### src/tcb_lite_consts.svh
// TCB lite width, delay and depth constants
// shared by the package and the RTL modules

`ifndef TCB_LITE_CONSTS_SVH
`define TCB_LITE_CONSTS_SVH

// byte address width
`define TCB_ADR_W 12

// data width and number of byte lanes
`define TCB_DAT_W 32
`define TCB_BYT_W (`TCB_DAT_W/8)

// width of the log2 transfer size code
`define TCB_SIZ_W 2

// memory read delay in cycles, must be at least 1
`define TCB_DELAY 1

// memory depth in words, covers the whole address space
`define TCB_MEM_WORDS 1024

// error counter width
`define TCB_CNT_W 16

`endif

### src/tcb_lite_pkg.sv
// TCB lite types
// vector typedefs, lane mode enum, request and response structs

`include "tcb_lite_consts.svh"

package tcb_lite_pkg;

    //////////////////////////////
    // vectors
    //////////////////////////////

    // byte address
    typedef logic [`TCB_ADR_W-1:0] adr_t;
    // write / read data
    typedef logic [`TCB_DAT_W-1:0] dat_t;
    // byte enable mask, one bit per lane
    typedef logic [`TCB_BYT_W-1:0] byt_t;
    // log2 size, 0 byte, 1 half-word, 2 word
    typedef logic [`TCB_SIZ_W-1:0] siz_t;
    // error response count
    typedef logic [`TCB_CNT_W-1:0] cnt_t;

    // read lane selection mode
    typedef enum logic {
        LANE_LOG = 1'b0,
        LANE_BYT = 1'b1
    } mode_t;

    //////////////////////////////
    // bus structs
    //////////////////////////////

    // manager to subordinate
    typedef struct packed {
        logic vld;
        logic wen;
        logic lck;
        adr_t adr;
        siz_t siz;
        byt_t byt;
        dat_t wdt;
    } tcb_req_t;

    // subordinate to manager
    typedef struct packed {
        dat_t rdt;
        logic err;
        logic rdy;
    } tcb_rsp_t;

endpackage

### src/tcb_lite_config.sv
// TCB lite configuration block
// lane mode and address limit registers, saturating error counter

module tcb_lite_config (
    input  logic                man,
    input  logic                rst,
    // register write port
    input  logic                cfg_we,
    input  tcb_lite_pkg::mode_t cfg_mode,
    input  tcb_lite_pkg::adr_t  cfg_limit,
    // one pulse per error response
    input  logic                rsp_err_pulse,
    output tcb_lite_pkg::mode_t mode,
    output tcb_lite_pkg::adr_t  limit,
    output tcb_lite_pkg::cnt_t  err_count
);

    //////////////////////////////
    // settings
    //////////////////////////////

    // log size lanes and an all-ones limit after reset
    always_ff @(posedge man) begin
        if (rst) begin
            mode  <= tcb_lite_pkg::LANE_LOG;
            limit <= '1;
        end else if (cfg_we) begin
            mode  <= cfg_mode;
            limit <= cfg_limit;
        end
    end

    //////////////////////////////
    // error counter
    //////////////////////////////

    // sticks at the top value
    always_ff @(posedge man) begin
        if (rst) begin
            err_count <= '0;
        end else if (rsp_err_pulse && (err_count != '1)) begin
            err_count <= err_count + 1'b1;
        end
    end

endmodule

### config.mk
export PLATFORM = sky130hd
export DESIGN_NAME = tcb_lite_config
export DESIGN_NICKNAME = d
export VERILOG_FILES = /design/src/tcb_lite_pkg.sv /design/src/tcb_lite_config.sv
export VERILOG_INCLUDE_DIRS = /design/src /design/src/src
export SDC_FILE = /design/constraint.sdc
export NUM_CORES = 1
export LEC_CHECK = 0
export BUFFER_PORTS_ARGS = -buffer_cell sky130_fd_sc_hd__buf_2
export CORE_ASPECT_RATIO = 1.75
export CORE_MARGIN = 5
export CORE_UTILIZATION = 30
export DETAILED_ROUTE_END_ITERATION = 16
export PLACE_DENSITY = 0.56
export SYNTH_ARGS = -nofsm -noshare
export SYNTH_HDL_FRONTEND = slang
export SYNTH_SLANG_ARGS = --single-unit
### constraint.sdc
create_clock -name man -period 2.5 [get_ports man]
set_clock_uncertainty 0.15 [all_clocks]
set_input_delay 0.375 -clock man [delete_from_list [all_inputs] [get_ports man]]
set_output_delay 0.375 -clock man [all_outputs]
set_load 0.01 [all_outputs]
## Word-level counts from Yosys, hierarchy flattened

Cells that the tools add are included.

- Add/sub/neg operators: 1
- Eq/ne operators: 1
- Reductions and logical operators: 1

Operators with widths:

| cell | count |
|---|---|
| adder 16 x 1 -> 16 bit, second input constant | 1 |
| != test 16 bit, second input constant | 1 |
| logical AND 1 bit | 1 |

- Register bits after elaboration: 29
- Bits of input ports: 17
- Logic and storage cells: 6

## Longest topological paths before layout

- Word-level depth: 2
- Mapped depth: 6
- Depth with buffers taken out: 5

## Worst setup path before layout

OpenSTA, ideal clock, no wires.

- Path kind: reg-to-reg
- Start point: register err_count[0]
- End point: register err_count[15]
- Data arrival time: 1698 ps
- Required time: 2227 ps
- Setup slack: 528 ps
- Stages on the path, launching flop included: 6
- Buffers on the path: 0
- Clock period less this slack: 1972 ps
- Cells stage by stage: dfxtp_1 > ha_1 > nand4_1 > o41ai_4 > nor4_1 > mux2_1

- Cells in the longest elaborated chain, start to end: 2

Ends and longest elaborated chain:

| what | RTL line | text |
|---|---|---|
| start: declaration | tcb_lite_config.sv:15 | `output tcb_lite_pkg::cnt_t err_count` |
| start signal: assignment | tcb_lite_config.sv:42 | `err_count <= err_count + 1'b1;` |
| branches (longest 2 deep; another with adder 16 x 1 -> 16 bit) | -- |  |

Several ways; the timed one is not identified.
A chain may end at the register's enable or synchronous reset.

## Worst setup path in the final report

- Start point: register err_count[0]
- End point: register err_count[1]

Same word-level chain as after synthesis.

==> out/results.ini <==
[pwr]
p_leak_nw = 0.713
ir_worst_vdd_uv = 414
cellPowerDensity_nw_per_um2 = 584

[sta]
hold_slack_ns = 0.153
finalHoldViolCount = 0
fin_setup_tns_ns = 0
slew_violations = 0
post-route-period-util_pct = 87.6
finalSetupViolCount = 0
grt_setup_unrepaired = false
relSlewSlack_pct = 62.0
layout_min_cycle_time_ns = 2.19
tightest_slew_ns = 0.570
fmax_mhz = 456

[clocking]
clk_latency_ns = 0.27
cts_buffers = 5
cts_htree_levels = 2
cts_max_path_buffers = 2
path_clk_slew_ns = 0.06
root_buffer = clkbuf_8
cts_setup_buffers = 0
cts-hold-fix-buffers = 0
cts_tree = yes
clock-sinks = 29
cts-resized-gates = 0

[cells_and_area]
antennaDiodeCount = 0
filler_cell_count = 457
area_growth_pct = 25.9
final_cell_area_um2 = 1660
drive_above_1_share_pct = 30.8
multi_input_area_um2 = 691
nets = 203
post-route-util_pct = 38.4
seq_area_um2 = 581

[global_routing]
antenna_found_initial = 0
grt_max_degree = 31
overflow = 0
grt_pass1_wl_um = 5750
grt_pass1_vias = 1247
groute.usage.overall_pct = 12.6

[synth]
ys_ff_latch = 29
synthFlopType = dfxtp_1
synth_nets = 157
syn_area_um2 = 1320
ys_types = 33
yosysMostFrequentCell = dfxtp_1
synth_enable_flop_cells = 0
synthCells = 139
async_reset_ff_share_pct = 0
synth-warning-count = 0
ys_seq_area_share_pct = 44.0
synthTopCellsByArea = dfxtp_1 (44%), a211o_1 (8.0%), nor2b_1 (6.2%)
synth_area_per_cell_um2 = 9.50
synth_commonest_cells = dfxtp_1 (29), nor2b_1 (13), a211o_1 (12)
synth_top_area_cell = dfxtp_1
synth_top_area_share_pct = 44.0

[worst_setup_path]
max_stage_delay_ns = 0.55
worstPathMaxFanout = 8
crit_buf_inv = 1
cp-end-kind = flip-flop
crit_slowest_cell = o41ai_4
startpoint_type = flip-flop
path_cells = ha_1, nand4_1, o41ai_4, buf_4, mux2i_1, nor2_1
critical_path.top_delay_family = compound AO/OA/AOI/OAI gates
cp.required_ns = 2.49
worstPathArrival_ns = 2.18
path_class = reg -> reg

[placement]
placed_area_um2 = 1580
dp.final_hpwl_um = 2560
gp_congestion = 0.790
port_buffers = 45

[floorplanning]
fp.coreArea_um2 = 4320
die-area_um2 = 5880
chipWidth_um = 60.1
dieHeight_um = 97.8
initial_core_util_pct = 30.5
ios = 46
num_rows = 32

[detailed_routing]
vias = 1198
drtPass1Iterations = 4
finalWirelength_um = 3390
drt-initial-drc-count = 36
avgViaCountPerCell = 5.08
wl_per_cell_um = 14.4
ant_nets = 0
drc = 0

[run_status]
status = finished, final reports clean

[flow_run]
maxCapViolCount = 0

[min_path]
hold_path.class = in -> reg

where the power goes:
| part | total, mW | internal, mW | switching, mW | leakage [nW] |
|---|---|---|---|---|
| logic | 0.0904 | 0.0434 | 0.0470 | 0.431 |
| registers | 0.492 | 0.480 | 0.0113 | 0.238 |
| clock network | 0.389 | 0.218 | 0.171 | 0.0443 |
cell usage in the layout, fill, tap and decap left out, types with 2 or more instances in the layout:
| cell type | instances |
|---|---|
| dfxtp_1 | 29 |
| buf_2 | 45 |
| or4_1 | 4 |
| nor3_1 | 4 |
| mux2i_1 | 4 |
| a21oi_1 | 10 |
| nand3_1 | 5 |
| nor2_1 | 7 |
| inv_1 | 2 |
| a211o_1 | 12 |
| nand4_1 | 4 |
| clkbuf_8 | 6 |
| or3_1 | 4 |
| nand2_1 | 7 |
| o21ai_0 | 6 |
| nor2b_1 | 13 |
| o31ai_1 | 3 |
| and4_1 | 4 |
cell families (layout without fill, tap and decap cells):
group / after synthesis / count (layout) / share of synthesized area (%)
buffers and inverters: 9 / 55 / 3.70
DFF: 29 / 29 / 44.0
muxes: 5 / 5 / 3.89
xor gates and xnor gates: 1 / 1 / 0.664
AOI/OAI and AO/OA: 36 / 36 / 20.2
and+or+nand+nor: 58 / 58 / 26.6
adders and majority gates: 1 / 1 / 0.948
area by class of cell:
type,count,share of cell area (%)
multi-input cells,101,41.6
inverters,2,0.452
repair buffers,46,14.0
well taps,51,3.84
clock buffers,7,5.20
flip-flops and latches,29,34.9
state kept, by name, indices dropped and copies added, names as in the netlist:
name,count
mode,1
err_count,16
limit,12
worst paths after layout:
kind | start | endpoint | slack [ns] | cells after the start
min reg2reg | mode | mode | 0.34 | 2
min | cfg_limit[11] | limit[11] | 0.15 | 2
max reg2reg | err_count[0] | err_count[1] | 0.31 | 6
max | err_count[0] | err_count[1] | 0.31 | 6
metal layers:
layer,vias up,track usage [%],wire length [um]
met5,-,0,0
met4,0,6.48,97
met3,9,3.97,275
met2,48,22.1,1770
met1,529,12.8,1250
li1,612,-,-
metrics by stage:
stage / cells / worst slack [ns] / total power, mW
after floorplan: 139 / 0.528 / 0.557
after global placement: 229 / 0.356 / 0.593
after detailed placement: 229 / 0.308 / 0.594
after CTS: 236 / 0.295 / 0.993
after global routing: 236 / 0.0929 / 1.02
final: 236 / 0.309 / 0.971
Note: power is estimated with default switching activity, not from simulation.
