`src/tcb_lite_consts.svh`:
```
// TCB lite width, delay and depth constants
// shared by the package and the RTL modules

`ifndef TCB_LITE_CONSTS_SVH
`define TCB_LITE_CONSTS_SVH

// byte address width
`define TCB_ADR_W 12

// data width and number of byte lanes
`define TCB_DAT_W 32
`define TCB_BYT_W (`TCB_DAT_W/8)

// width of the log2 transfer size code
`define TCB_SIZ_W 2

// memory read delay in cycles, must be at least 1
`define TCB_DELAY 1

// memory depth in words, covers the whole address space
`define TCB_MEM_WORDS 1024

// error counter width
`define TCB_CNT_W 16

`endif

```
`src/tcb_lite_pkg.sv`:
```
// TCB lite types
// vector typedefs, lane mode enum, request and response structs

`include "tcb_lite_consts.svh"

package tcb_lite_pkg;

    //////////////////////////////
    // vectors
    //////////////////////////////

    // byte address
    typedef logic [`TCB_ADR_W-1:0] adr_t;
    // write / read data
    typedef logic [`TCB_DAT_W-1:0] dat_t;
    // byte enable mask, one bit per lane
    typedef logic [`TCB_BYT_W-1:0] byt_t;
    // log2 size, 0 byte, 1 half-word, 2 word
    typedef logic [`TCB_SIZ_W-1:0] siz_t;
    // error response count
    typedef logic [`TCB_CNT_W-1:0] cnt_t;

    // read lane selection mode
    typedef enum logic {
        LANE_LOG = 1'b0,
        LANE_BYT = 1'b1
    } mode_t;

    //////////////////////////////
    // bus structs
    //////////////////////////////

    // manager to subordinate
    typedef struct packed {
        logic vld;
        logic wen;
        logic lck;
        adr_t adr;
        siz_t siz;
        byt_t byt;
        dat_t wdt;
    } tcb_req_t;

    // subordinate to manager
    typedef struct packed {
        dat_t rdt;
        logic err;
        logic rdy;
    } tcb_rsp_t;

endpackage

```
`src/tcb_lite_register_response.sv`:
```
// TCB lite response register slice
// request passthrough, accept delay line, lane-masked read data register

`include "tcb_lite_consts.svh"

module tcb_lite_register_response (
    input  logic                  man,
    input  logic                  rst,
    input  tcb_lite_pkg::tcb_req_t req_sub,
    output tcb_lite_pkg::tcb_req_t req_man,
    input  tcb_lite_pkg::tcb_rsp_t rsp_man,
    output tcb_lite_pkg::tcb_rsp_t rsp_sub,
    input  tcb_lite_pkg::mode_t    mode,
    output logic                  rsp_err_pulse
);

    localparam int unsigned DLY = `TCB_DELAY;

    // what the response edge needs to know about a transfer
    typedef struct packed {
        logic               vld;
        logic               wen;
        tcb_lite_pkg::siz_t siz;
        tcb_lite_pkg::byt_t byt;
    } dly_t;

    dly_t               dly_q [0:DLY-1];
    dly_t               dly_out;
    logic               acc;
    tcb_lite_pkg::byt_t lane_en;
    tcb_lite_pkg::dat_t rdt_q;
    logic               err_q;

    //////////////////////////////
    // request path
    //////////////////////////////

    // request goes straight through
    assign req_man = req_sub;

    // transfer accepted on this edge
    assign acc = req_sub.vld & rsp_man.rdy;

    //////////////////////////////
    // accept delay line
    //////////////////////////////

    // stage 0 loads on the accept edge, last stage marks the response edge
    always_ff @(posedge man) begin
        if (rst) begin
            for (int unsigned i = 0; i < DLY; i++) begin
                dly_q[i] <= '0;
            end
        end else begin
            dly_q[0] <= '{vld: acc, wen: req_sub.wen, siz: req_sub.siz, byt: req_sub.byt};
            for (int unsigned i = 1; i < DLY; i++) begin
                dly_q[i] <= dly_q[i-1];
            end
        end
    end

    assign dly_out = dly_q[DLY-1];

    // read lanes that get updated, mode taken at the response edge
    always_comb begin
        for (int unsigned i = 0; i < `TCB_BYT_W; i++) begin
            if (mode == tcb_lite_pkg::LANE_LOG) begin
                // lanes below 2**siz
                lane_en[i] = (i < (32'd1 << dly_out.siz));
            end else begin
                lane_en[i] = dly_out.byt[i];
            end
        end
    end

    //////////////////////////////
    // response register
    //////////////////////////////

    always_ff @(posedge man) begin
        if (rst) begin
            rdt_q         <= '0;
            err_q         <= 1'b0;
            rsp_err_pulse <= 1'b0;
        end else begin
            rsp_err_pulse <= dly_out.vld & rsp_man.err;
            if (dly_out.vld) begin
                err_q <= rsp_man.err;
                // write responses leave read data alone
                if (!dly_out.wen) begin
                    for (int unsigned i = 0; i < `TCB_BYT_W; i++) begin
                        if (lane_en[i]) rdt_q[i*8 +: 8] <= rsp_man.rdt[i*8 +: 8];
                    end
                end
            end
        end
    end

    // rdy is not registered
    assign rsp_sub = '{rdt: rdt_q, err: err_q, rdy: rsp_man.rdy};

endmodule

```
`config.mk`:
```
export PLATFORM = sky130hd
export DESIGN_NAME = tcb_lite_register_response
export DESIGN_NICKNAME = d
export VERILOG_FILES = /design/src/tcb_lite_pkg.sv /design/src/tcb_lite_register_response.sv
export VERILOG_INCLUDE_DIRS = /design/src /design/src/src
export SDC_FILE = /design/constraint.sdc
export NUM_CORES = 1
export LEC_CHECK = 0
export BUFFER_PORTS_ARGS = -buffer_cell sky130_fd_sc_hd__buf_2
export CORE_UTILIZATION = 30
export DETAILED_ROUTE_END_ITERATION = 16
export MAX_ROUTING_LAYER = met4
export SLEW_MARGIN = 20
export SYNTH_ARGS = -nofsm -noshare
export SYNTH_HDL_FRONTEND = slang
export SYNTH_SLANG_ARGS = --single-unit
```
`constraint.sdc`:
```
create_clock -name man -period 3.2 [get_ports man]
set_input_delay 0.64 -clock man [delete_from_list [all_inputs] [get_ports man]]
set_output_delay 0.64 -clock man [all_outputs]
set_load 0.005 [all_outputs]
```
# Word level (Yosys, flattened, before mapping)
# Memories as Yosys holds them, arrays and structs flattened.
# Index checks and enable logic that the tools add are counted.
word_totals:
  register_bits: 34
  ram_bits: 8
  wordCells: 29
  n_memories: 1
classes:
  order_cmp: 4
  shift: 1
  n_mux: 9
  bitwise: 3
  reduce_logical: 5
memory_table:
  columns: ["name", "depth", "width", "read_ports", "rd_clocked_by_memory_dff", "write_ports", "line", "rtl"]
  rows:
  - ["dly_q", 1, 8, 1, 0, 1, "tcb_lite_register_response.sv:27", "dly_t dly_q [0:DLY-1];"]
op_table:
  columns: ["operator", "count"]
  rows:
  - ["1-bit by 32-bit < comparator with 1-bit output, first input constant", 2]
  - ["2-bit by 32-bit < comparator with 1-bit output, first input constant", 2]
  - ["1-bit by 2-bit left shift with 32-bit output, first input constant", 1]
  - ["3-bit AND reduction", 4]
  - ["1-bit 2-to-1 mux", 8]
  - ["8-bit 2-to-1 mux", 1]
  - ["8-bit OR reduction", 1]
  - ["1-bit bitwise AND", 2]
  - ["1-bit NOT", 1]

# Depth between registers and ports, before layout
# Gate-level depths: netlist (run 1).
logic_depth:
  ltp_word: 4
  mapped_depth: 4
  mapped_depth_nobuf: 3

# Least setup slack after synthesis (run 1)
# Ideal clock, no wire load.
synth_path:
  kind: "input -> register"
  from: "input port mode"
  to: "register rdt_q[16]"
  arrival_ps: 1344
  required_ps: 3128
  setup_slack_ps: 1784
  cell_stages: 3
  n_path_buf: 0
  cell_sequence: "nand2b_1 a21oi_4 mux2i_1"
synth_via:
  elab_chain_len: 2
synth_lines:
  columns: ["element", "line", "rtl"]
  rows:
  - ["start: declaration", "tcb_lite_register_response.sv:13", "input tcb_lite_pkg::mode_t mode,"]
  - ["1-bit 2-to-1 mux", "tcb_lite_register_response.sv:67", "if (mode == tcb_lite_pkg::LANE_LOG) begin"]
  - ["3-bit AND reduction (no line)", null, null]
  - ["end signal: indexed assignment", "tcb_lite_register_response.sv:92", "if (lane_en[i]) rdt_q[i*8 +: 8] <= rsp_man.rdt[i*8 +: 8];"]
  - ["end: declaration", "tcb_lite_register_response.sv:31", "tcb_lite_pkg::dat_t rdt_q;"]
# No other way between the ends.
# A chain may end at the register's enable or synchronous reset.

# Worst setup path after layout (run 1)
layout_path:
  from: "input port req_sub[35] in the netlist's numbering"
  to: "output port req_man[35] in the netlist's numbering"
layout_rtl:
  columns: ["element", "line", "rtl"]
  rows:
  - ["start: declaration", "tcb_lite_register_response.sv:9", "input tcb_lite_pkg::tcb_req_t req_sub,"]
  - ["end: declaration", "tcb_lite_register_response.sv:10", "output tcb_lite_pkg::tcb_req_t req_man,"]
# No word-level cell between the ends.

==> results of run 1 <==
## cell usage in the layout, fill, tap and decap left out, types with 2 or more instances in the layout
| cell type | Yosys | routed |
|---|---|---|
| a21oi_1 | 9 | 9 |
| dfxtp_1 | 42 | 42 |
| nor2_1 | 2 | 2 |
| clkinv_2 | 0 | 2 |
| nand3_1 | 8 | 8 |
| nand2_1 | 4 | 4 |
| mux2i_1 | 24 | 24 |
| o21ai_0 | 8 | 8 |
| clkbuf_8 | 0 | 5 |
| nand2b_1 | 50 | 50 |
| nor2b_1 | 10 | 10 |
| a21oi_4 | 2 | 2 |
| buf_2 | 0 | 87 |
## state kept, by name, summed over array words and instances (netlist names)
register / count
dly_q: 8
rsp_err_pulse: 1
err_q: 1
rdt_q: 32
## cell families after synthesis
group / after synthesis / share of synthesized area [%]
AO/OA/AOI/OAI: 19 / 5.50
buffers and inverters: 65 / 21.4
flip-flops: 42 / 39.3
multiplexers: 24 / 11.2
AND/OR/NAND/NOR: 78 / 22.5
## final cells by class
type                    instances  area, µm²  area share [%]
well taps                      96        120            5.13
repair buffers                 87        435            18.6
flip-flops and latches         42        841            35.9
multi-input cells             121        838            35.8
clock inverters                 3       40.0            1.71
clock buffers                   5       68.8            2.94
## per-stage QoR
step | cells | utilization, % | total power, mW
3_5_place_dp | 346 | 32.7 | 0.649
6_report | 354 | 34.3 | 1.04
5_1_grt | 354 | 34.3 | 1.10
3_3_place_gp | 346 | 32.7 | 0.648
4_1_cts | 354 | 34.3 | 1.07
2_1_floorplan | 228 | - | 0.657
## cells in the mapped netlist, drive strengths merged
library cell  count  share of area, %
o21ai             8               1.9
nor2              2              0.35
or2b              1              0.35
dfxtp            42                39
nor3              2               1.0
nand2             4              0.70
clkbuf            8               1.4
nand3             8               1.9
a21oi            11               3.6
mux2i            24                11
buf              57                20
nand2b           51                15
nor2b            10               2.9
## worst reg2reg max path, delay by kind of cell, from the launching register on
family | cells | cell delay, ns
flip-flops | 1 | 0.41
multiplexers | 1 | 0.25
AND/OR/NAND/NOR | 2 | 0.70
## metal layers
layer	share of wire [%]	vias to the layer above	routed length, µm	track usage, %
met5	0	-	0	-
met4	2.3	0	88	5.61
met3	9.2	20	347	4.10
met2	44	64	1660	15.4
met1	45	645	1700	12.5
li1	-	732	-	-
## worst paths after layout
| check | startpoint | end | slack [ns] | cells past startpoint |
|---|---|---|---|---|
| worst max-delay path | req_sub[35] | req_man[35] | 1.70 | 2 |
| worst min-delay path | rdt_q[20] | rdt_q[20] | 0.47 | 2 |
| worst max register to register | dly_q[0][7] | rdt_q[14] | 1.77 | 3 |
| worst min register to register | rdt_q[20] | rdt_q[20] | 0.47 | 2 |
## power breakdown
group	internal, mW	switching, mW
logic	0.0516	0.0436
registers	0.534	0.00544
clock network	0.230	0.178
total	0.815	0.227
==> results.md, run 1 <==
- Worst setup SP type: primary input
- Count of distinct cell types in the synthesized netlist: 18
- Pleak: about 1 nW
- Fin. Hold Viols: 0
- Starting DRT DRC Count: 48
- Number of fill cells: 738
- CP Cell Sequence: buf_2 -> buf_2
- DP Worst Slack: 1.44 ns
- Aggregate routed wire length: between 3 and 4 mm
- Final HPWL DP: around 2.7 mm
- Vias per cell: 4.13
- Die height: 86.4 µm
- Final setup fails: 0
- CP dominant cell by count: buf_2
- H-tree levels: 2
- Largest net degree at the start of global routing: 67
- Final Max Tran Viols: 0
- Run status: completed
- I/O Buffers: 87
- ANT cells: 0
- Post-CTS Hold Fix Bufs: 0
- Pwr dens: 445 nW/µm²
- Final instance area: between 2000 and 2500 µm²
- Min Tclk post-route: ~1.5 ns
- CP delay by family, top: buffers and inverters
- RSZ-0062 raised after global routing: false
- Max incr delay on CP: 0.12 ns
- Final GP Congestion: about 0.71
- Worst-Margin Slew: 0.860 ns
- Worst Path Max Fanout: 2
- Tcrit/Tclk final: a little under half
- Clk pin slew, worst setup/hold paths: 0.07 ns
- Final #Nets: around 350
- CP Capture Type: output port
- Clock buffer count from CTS: 5
- Total Routing Usage GR: a little over a tenth
- Yosys warnings: 0
- WL/cell: 10.7 µm
- Max_slew headroom: 42.7%
- Cells after Synth: between 200 and 250
- DR vias: 1,461
- Max Root-Sink Buffers: 2
- Die area: approximately 7500 µm²
- Area grow syn2layout: 9.66%
- Synth Cell Area: around 2100 µm²
- Grt ovf: 0
- Post-DP Area: ~2200 µm²
- Syn nets: about 320
- Placeable Area: between 6000 and 7000 µm²
- Setup TNS: 0 ns
- Post-CTS setup buffer count: 0
- Initial Utilization: 31.3%
- Drt first pass iters: 4
- F_max: ~0.67 GHz
- WP data arrival: about 0.86 ns
- Avg Inst Size Synth: 9.37 µm²
- Share of layout cells above drive strength 1: 38.4%
- Die width: just under 90 µm
- Global-route wire length before repair: around 6.0 mm
- Clock Skew: approximately 0.0054 ns
- Final worst slack: 1.70 ns
- Final ANT Viol Nets: 0
- Top-level I/O count: approximately 180
- Type of the worst setup path: in2out
- Post-synthesis register bit count: 42
- Maximum vdd ir drop: between 0.1 and 0.15 mV
- Sink Count: 42
- Slowest CP cell: buf_2
- WHS: roughly 0.47 ns
- Row count: 30
- Vias in the first global route: 1,296
- Worst-Skew Late Latency: around 0.29 ns
- CTS resizes: 0
- Worst Path Buf+Inv: 2
- CTS tree: built
- Root buffer cell: clkbuf_8
- Hold crit path type: reg2reg
- Initial antenna violation count: 0
- Critical Path RT: between 2 and 3 ns
- DRC: 0
- Max-cap violation count: 0
- Post-synthesis sequential area ratio: between 30% and 40%
Power figures use the tool's default switching activity.
==> run 2, diff against run 1 <==
--- a/config.mk
+++ b/config.mk
@@ -6,6 +6,7 @@
 export SDC_FILE = /design/constraint.sdc
 export NUM_CORES = 1
 export LEC_CHECK = 0
+export ABC_AREA = 1
 export BUFFER_PORTS_ARGS = -buffer_cell sky130_fd_sc_hd__buf_2
 export CORE_UTILIZATION = 30
 export DETAILED_ROUTE_END_ITERATION = 16
==> constraint.sdc (replaced) <==
create_clock -name man -period 1.5 [get_ports man]
set_input_delay 0.3 -clock man [delete_from_list [all_inputs] [get_ports man]]
set_output_delay 0.3 -clock man [all_outputs]
set_load 0.005 [all_outputs]
==> run 2 against run 1 <==
Clock skew fell by 0.0014 ns. Largest power group unchanged. Routed wire length rose by 10%. Cell count rose by 28%. Clock power rose by 88%. Combinational power rose to 2.8 times the previous value. Critical endpoint is now rdt_q[30]. Non-clock buffer count rose by 2. Highest routed layer unchanged. Die area rose by 4.4%.
==> results.md, run 2 <==
- Final Max Tran Viols: 0 (unchanged)
- Sink Count: 42 (unchanged)
- Worst Path Buf+Inv: 1 (-1)
- CTS resizes: 0 (unchanged)
- Post-CTS setup buffer count: 0 (unchanged)
- HP Start: req_sub[36]
- RSZ-0062 raised after global routing: false
- DRC: 0 (unchanged)
- Clock buffer count from CTS: 5 (unchanged)
- FF-to-FF setup slack: 0.17 ns (-1.60 ns)
- Avg Inst Size Synth: 6.96 µm² (-26%)
- Drt first pass iters: 4 (unchanged)
- Type of the worst setup path: reg2reg
- CP Capture Type: flop
- Post-synthesis sequential area ratio: 37.6% (-1.7 points)
- Max-cap violation count: 0 (unchanged)
- Syn nets: 411 (+29%)
- Most common cell after layout, fill and taps aside: buf_2
- FF-to-FF End: rdt_q[30]
- WP data arrival: 1.56 ns (+0.70 ns)
- Setup TNS: 0 ns (unchanged)
- Synth cell count leaders: inv_1, buf_4, nor2_1
- RR Startpoint: dly_q[0][3]
- Max reg flops: 32 (unchanged)
- WL/cell: 9.24 µm (-14%)
- Vias in the first global route: 1,514 (+17%)
- Largest net degree at the start of global routing: 25 (-63%)
- DR vias: 1,759 (+20%)
- Synth area leader: dfxtp_1
- Vias per cell: 3.88 (-5.9%)
- Min Tclk post-route: 1.33 ns
- Pleak: 1.37 nW (+36%)
- Die height: 88.3 µm (+2.2%)
- Number of synthesized flops with an enable pin: 0 (unchanged)
- Worst setup SP type: flop
- Max Root-Sink Buffers: 2 (unchanged)
- Max_slew headroom: 53.6% (+11 points)
- Leading post-synthesis cells by cell area: dfxtp_1, buf_4, inv_1
- Area grow syn2layout: 8.74%
- Worst Hold Path EP: dly_q[0][4]
- Number of fill cells: 832 (+13%)
- CTS tree: built
- Starting DRT DRC Count: 43 (-10%)
- Pwr dens: 908 nW/µm² (+100%)
- Grt ovf: 0 (unchanged)
- Hold depth: 3 (+1)
- Asr flop ratio synth: 0% (unchanged)
- Initial antenna violation count: 0 (unchanged)
- Aggregate routed wire length: 4.19 mm (+10%)
- Share of layout cells above drive strength 1: 29.9% (-8.4 points)
- Critical Path RT: 1.73 ns (-0.83 ns)
- Initial Utilization: 31.0% (-0.32 points)
- Die area: 7790 µm² (+4.4%)
- Most frequent cells in the layout: buf_2, inv_1, nor2_1, nand2_1, dfxtp_1
- Global-route wire length before repair: 6.48 mm (+7.9%)
- Hold crit path type: in2reg
- Top FF cell, synth: dfxtp_1
- Tcrit/Tclk final: between 80 and 90%
- Yosys top cell area share: 37.6% (-1.7 points)
- Total Routing Usage GR: 11.0% (+0.49 points)
- CP Cell Sequence: or2_0 -> nand2_4 -> nand2_1 -> clkinv_1 -> nor2_1
- Count of distinct cell types in the synthesized netlist: 19 (+1)
- Multi-input logic area: 656 µm² (-22%)
- Biggest register: rdt_q
- Worst Path Max Fanout: 9 (+7)
- Final setup fails: 0 (unchanged)
- Cells after Synth: 321 (+41%)
- Final HPWL DP: 3.13 mm (+14%)
- Post-CTS Hold Fix Bufs: 0 (unchanged)
- I/O Buffers: 87 (unchanged)
- Clock Skew: 0.00408 ns (-0.00136 ns)
- Fin. Hold Viols: 0 (unchanged)
- Slowest CP cell: or2_0
- Reg2Reg Depth: 5 (+2)
- Final instance area: 2430 µm² (+3.6%)
- Die width: 88.3 µm (+2.2%)
- F_max: between 0.7 and 0.8 GHz
- Worst-Margin Slew: 0.696 ns (-0.164 ns)
- CP delay by family, top: simple AND/OR/NAND/NOR gates
- H-tree levels: 2 (unchanged)
- Yosys warnings: 0 (unchanged)
- Final #Nets: 443 (+28%)
- Top-level I/O count: 178 (unchanged)
- Worst-Skew Late Latency: 0.29 ns (about the same)
- Row count: 31 (+3.3%)
- Maximum vdd ir drop: 0.298 mV (+110%)
- Clk pin slew, worst setup/hold paths: 0.08 ns (about the same)
- Count leader, synth: inv_1
- Placeable Area: 7210 µm² (+5.6%)
- Sequential Area: 841 µm² (unchanged)
- Run status: completed
- ANT cells: 0 (unchanged)
- WHS: 0.214 ns (-0.254 ns)
- Final ANT Viol Nets: 0 (unchanged)
- Post-DP Area: 2330 µm² (+4.4%)
- Largest regs: rdt_q: 32 flops, dly_q: 8 flops
- Post-synthesis register bit count: 42 (unchanged)
- Max incr delay on CP: 0.54 ns (+0.42 ns)
- Final GP Congestion: 0.695 (-1.5%)
- Synth Cell Area: 2230 µm² (+4.5%)
- Root buffer cell: clkbuf_8
-- run 2: worst max path at each step --
stage / startpoint / endpoint / slack (ns) / depth (start not counted)
floorplan: dly_q[0][7] / rdt_q[16] / 0.43 / 6
global placement: mode / rdt_q[24] / -0.1 / 7
detailed placement: mode / rdt_q[30] / -0.09 / 7
CTS: dly_q[0][3] / rdt_q[30] / 0.12 / 5
global route: dly_q[0][3] / rdt_q[29] / 0.02 / 5
finish: dly_q[0][3] / rdt_q[30] / 0.17 / 5
-- run 2: kinds of logic (layout without fill, tap and decap cells) --
family | count (synthesis) | after routing | share of synthesized area (%)
DFF | 42 | 42 | 37.6
buffers and inverters | 134 | 167 | 33.0
and+or+nand+nor | 128 | 128 | 25.5
AOI/OAI and AO/OA | 17 | 17 | 3.81
-- run 2: worst min-delay path: cells and delay by family --
kind	cells	cell delay [ns]
buffers and inverters	2	0.14
and+or+nand+nor	1	0.03
-- run 2: where the power goes --
part / total, mW / internal, mW / switching, mW
Clock: 0.767 / 0.370 / 0.396
Sequential: 1.17 / 1.15 / 0.0169
Combinational: 0.267 / 0.120 / 0.147
Total: 2.20 / 1.64 / 0.560
-- run 2: final cells by class --
cell class / count / share of cell area [%]
sequential: 42 / 34.6
timing repair buffer: 89 / 18.5
clock inverter: 2 / 0.515
tap: 99 / 5.10
clock buffer: 6 / 3.40
inverter: 70 / 10.8
multi-input combinational: 145 / 27.0
-- run 2: metrics by stage --
stage | setup WS [ns] | power [mW] | instances | util (%)
global route | 0.0230 | 2.35 | 453 | 33.7
floorplan | 0.429 | 1.47 | 321 | -
finish | 0.169 | 2.20 | 453 | 33.7
detailed placement | -0.0891 | 1.47 | 445 | 32.3
global placement | -0.0953 | 1.47 | 445 | 32.3
CTS | 0.124 | 2.27 | 453 | 33.7
-- run 2: metal layers --
layer,global-route usage [%],part of all wire (%),vias to the layer above
li1,-,-,940
met1,11.3,42,729
met2,19.7,49,76
met3,2.80,7.2,14
met4,5.13,1.8,0
met5,-,0,-
==> run 3, diff against run 2 <==
==> constraint.sdc (replaced) <==
create_clock -name man -period 1.6 [get_ports man]
set_input_delay 0.32 -clock man [delete_from_list [all_inputs] [get_ports man]]
set_output_delay 0.32 -clock man [all_outputs]
set_load 0.005 [all_outputs]
==> run 3 against run 2 <==
Sequential power down 6%. Clock power is 30% higher. Core utilization is 0.59 points higher. Sequential share of layout area decreased by 0.60 points. Hold slack improved by 0.017 ns. Clock skew up 0.00068 ns. Largest power group unchanged. Critical endpoint unchanged.
==> results.md, run 3 (synthesized netlist as in run 2, its figures left out) <==
- DR vias: 1,744 (-0.85%)
- Clock buffer count from CTS: 5 (unchanged)
- Pwr dens: 951 nW/µm² (+4.8%)
- Final setup fails: 0 (unchanged)
- Final ANT Viol Nets: 0 (unchanged)
- Critical Path RT: 1.84 ns (+0.11 ns)
- Die area: 7790 µm² (unchanged)
- H-tree levels: 2 (unchanged)
- Initial antenna violation count: 0 (unchanged)
- Maximum vdd ir drop: 0.259 mV (-13%)
- Clock share of power: 42.7% (+7.9 points)
- Layout Cells excl Fill: 453 (unchanged)
- Die width: 88.3 µm (unchanged)
- Most common cell after layout, fill and taps aside: buf_2
- Max_slew headroom: 55.4% (+1.8 points)
- Row count: 31 (unchanged)
- Starting DRT DRC Count: 45 (+4.7%)
- Clk pin slew, worst setup/hold paths: 0.08 ns (about the same)
- P_sw: 0.532 mW (-5.1%)
- CTS resizes: 0 (unchanged)
- Area grow syn2layout: 10.6%
- Largest regs: rdt_q: 32 flops, dly_q: 8 flops
- Hold crit path type: in2reg
- CTS tree: built
- Post-CTS setup buffer count: 0 (unchanged)
- Final instance area: 2470 µm² (+1.8%)
- Top-level I/O count: 178 (unchanged)
- Worst Path Max Fanout: 9 (unchanged)
- Root buffer cell: clkbuf_8
- F_max: 0.762 GHz (+1.3%)
- Post-CTS Hold Fix Bufs: 0 (unchanged)
- Final Max Tran Viols: 0 (unchanged)
- Final HPWL DP: 3.14 mm (+0.20%)
- Total Routing Usage GR: 11.1% (+0.023 points)
- Max Root-Sink Buffers: 2 (unchanged)
- Final Total Pwr: 2.35 mW (+6.7%)
- Clock Skew: 0.00476 ns (+0.000679 ns)
- WL/cell: 9.30 µm (+0.62%)
- Cell Int Power: 1.82 mW (+11%)
- Max reg flops: 32 (unchanged)
- Largest net degree at the start of global routing: 19 (-24%)
- Tcrit/Tclk final: 82.1% (-6.6 points)
- Min Tclk post-route: 1.31 ns (-0.0175 ns)
- Fin. Hold Viols: 0 (unchanged)
- Setup TNS: 0 ns (unchanged)
- Initial Utilization: 31.0% (unchanged)
- Aggregate routed wire length: 4.21 mm (+0.62%)
- Worst-Skew Late Latency: 0.29 ns (about the same)
- WP data arrival: 1.55 ns (about the same)
- Post-layout util: 34.3% (+0.59 points)
- Die height: 88.3 µm (unchanged)
- Global-route wire length before repair: 6.49 mm (+0.11%)
- Placed insts: 445 (unchanged)
- FF-to-FF setup slack: 0.29 ns (+0.12 ns)
- Switch share: 22.6% (-2.8 points)
- Worst setup SP type: flop
- Type of the worst setup path: reg2reg
- Drt first pass iters: 6 (+2)
- Share of layout cells above drive strength 1: 29.9% (unchanged)
- DRC: 0 (unchanged)
- Pleak: 1.39 nW (+1.5%)
- Post-DP Area: 2330 µm² (unchanged)
- Grt ovf: 0 (unchanged)
- Placeable Area: 7210 µm² (unchanged)
- Sink Count: 42 (unchanged)
- Worst-Margin Slew: 0.669 ns (-0.0275 ns)
- ANT cells: 0 (unchanged)
- Sequential Power Share: 46.7% (-6.4 points)
- I/O Buffers: 87 (unchanged)
- Biggest register: rdt_q
- Most frequent cells in the layout: buf_2, inv_1, nor2_1, nand2_1, dfxtp_1
- RSZ-0062 raised after global routing: false
- Max-cap violation count: 0 (unchanged)
- Vias in the first global route: 1,514 (unchanged)
- CP Capture Type: flop
- Vias per cell: 3.85 (-0.85%)
- Comb pwr share: 10.7% (-1.4 points)
- Final GP Congestion: 0.718 (+3.2%)
- Run status: completed
- Final #Nets: 443 (unchanged)
run 3: worst paths after layout:
check,start,to,depth (start not counted)
hold reg to reg,err_q,err_q,2
setup reg to reg,dly_q[0][3],rdt_q[30],5
setup / recovery,dly_q[0][3],rdt_q[30],5
hold / removal,req_sub[32],dly_q[0][0],3
run 3: critical path, stage by stage, from the launching register on:
cell and delay [ns]:
dfxtp_1 0.32, or2_0 0.52, nand2_4 0.17, nand2_1 0.10
clkinv_1 0.05, nor2_1 0.09
run 3: layout make-up:
type	count	area, µm²
sequential	42	841
tap	99	124
fill	841	4740
inverter	70	263
clock inverter	3	68.8
multi-input combinational	145	656
timing repair buffer	89	450
clock buffer	5	68.8
run 3: metrics by stage:
stage	hold WS (ns)	worst slack, ns
after global placement	0.447	0.0114
after floorplan	0.427	0.529
after global routing	0.225	0.100
after detailed placement	0.458	-0.00295
final	0.232	0.287
after CTS	0.213	0.217
run 3: routing by layer:
layer	share of wire, %	GRT usage [%]	up-vias	wire length (µm)
li1	-	-	938	-
met1	43	11.9	728	1810
met2	49	18.7	68	2070
met3	6.4	2.99	10	271
met4	1.5	5.57	0	65
met5	0	-	-	0
run 3: power by group through the flow:
stage	Clock, mW	Sequential, mW	Combinational (mW)
detailed placement	0	1.12	0.256
finish	1.00	1.10	0.250
floorplan	0	1.12	0.251
global placement	0	1.12	0.254
global route	1.08	1.10	0.292
CTS	1.06	1.10	0.257
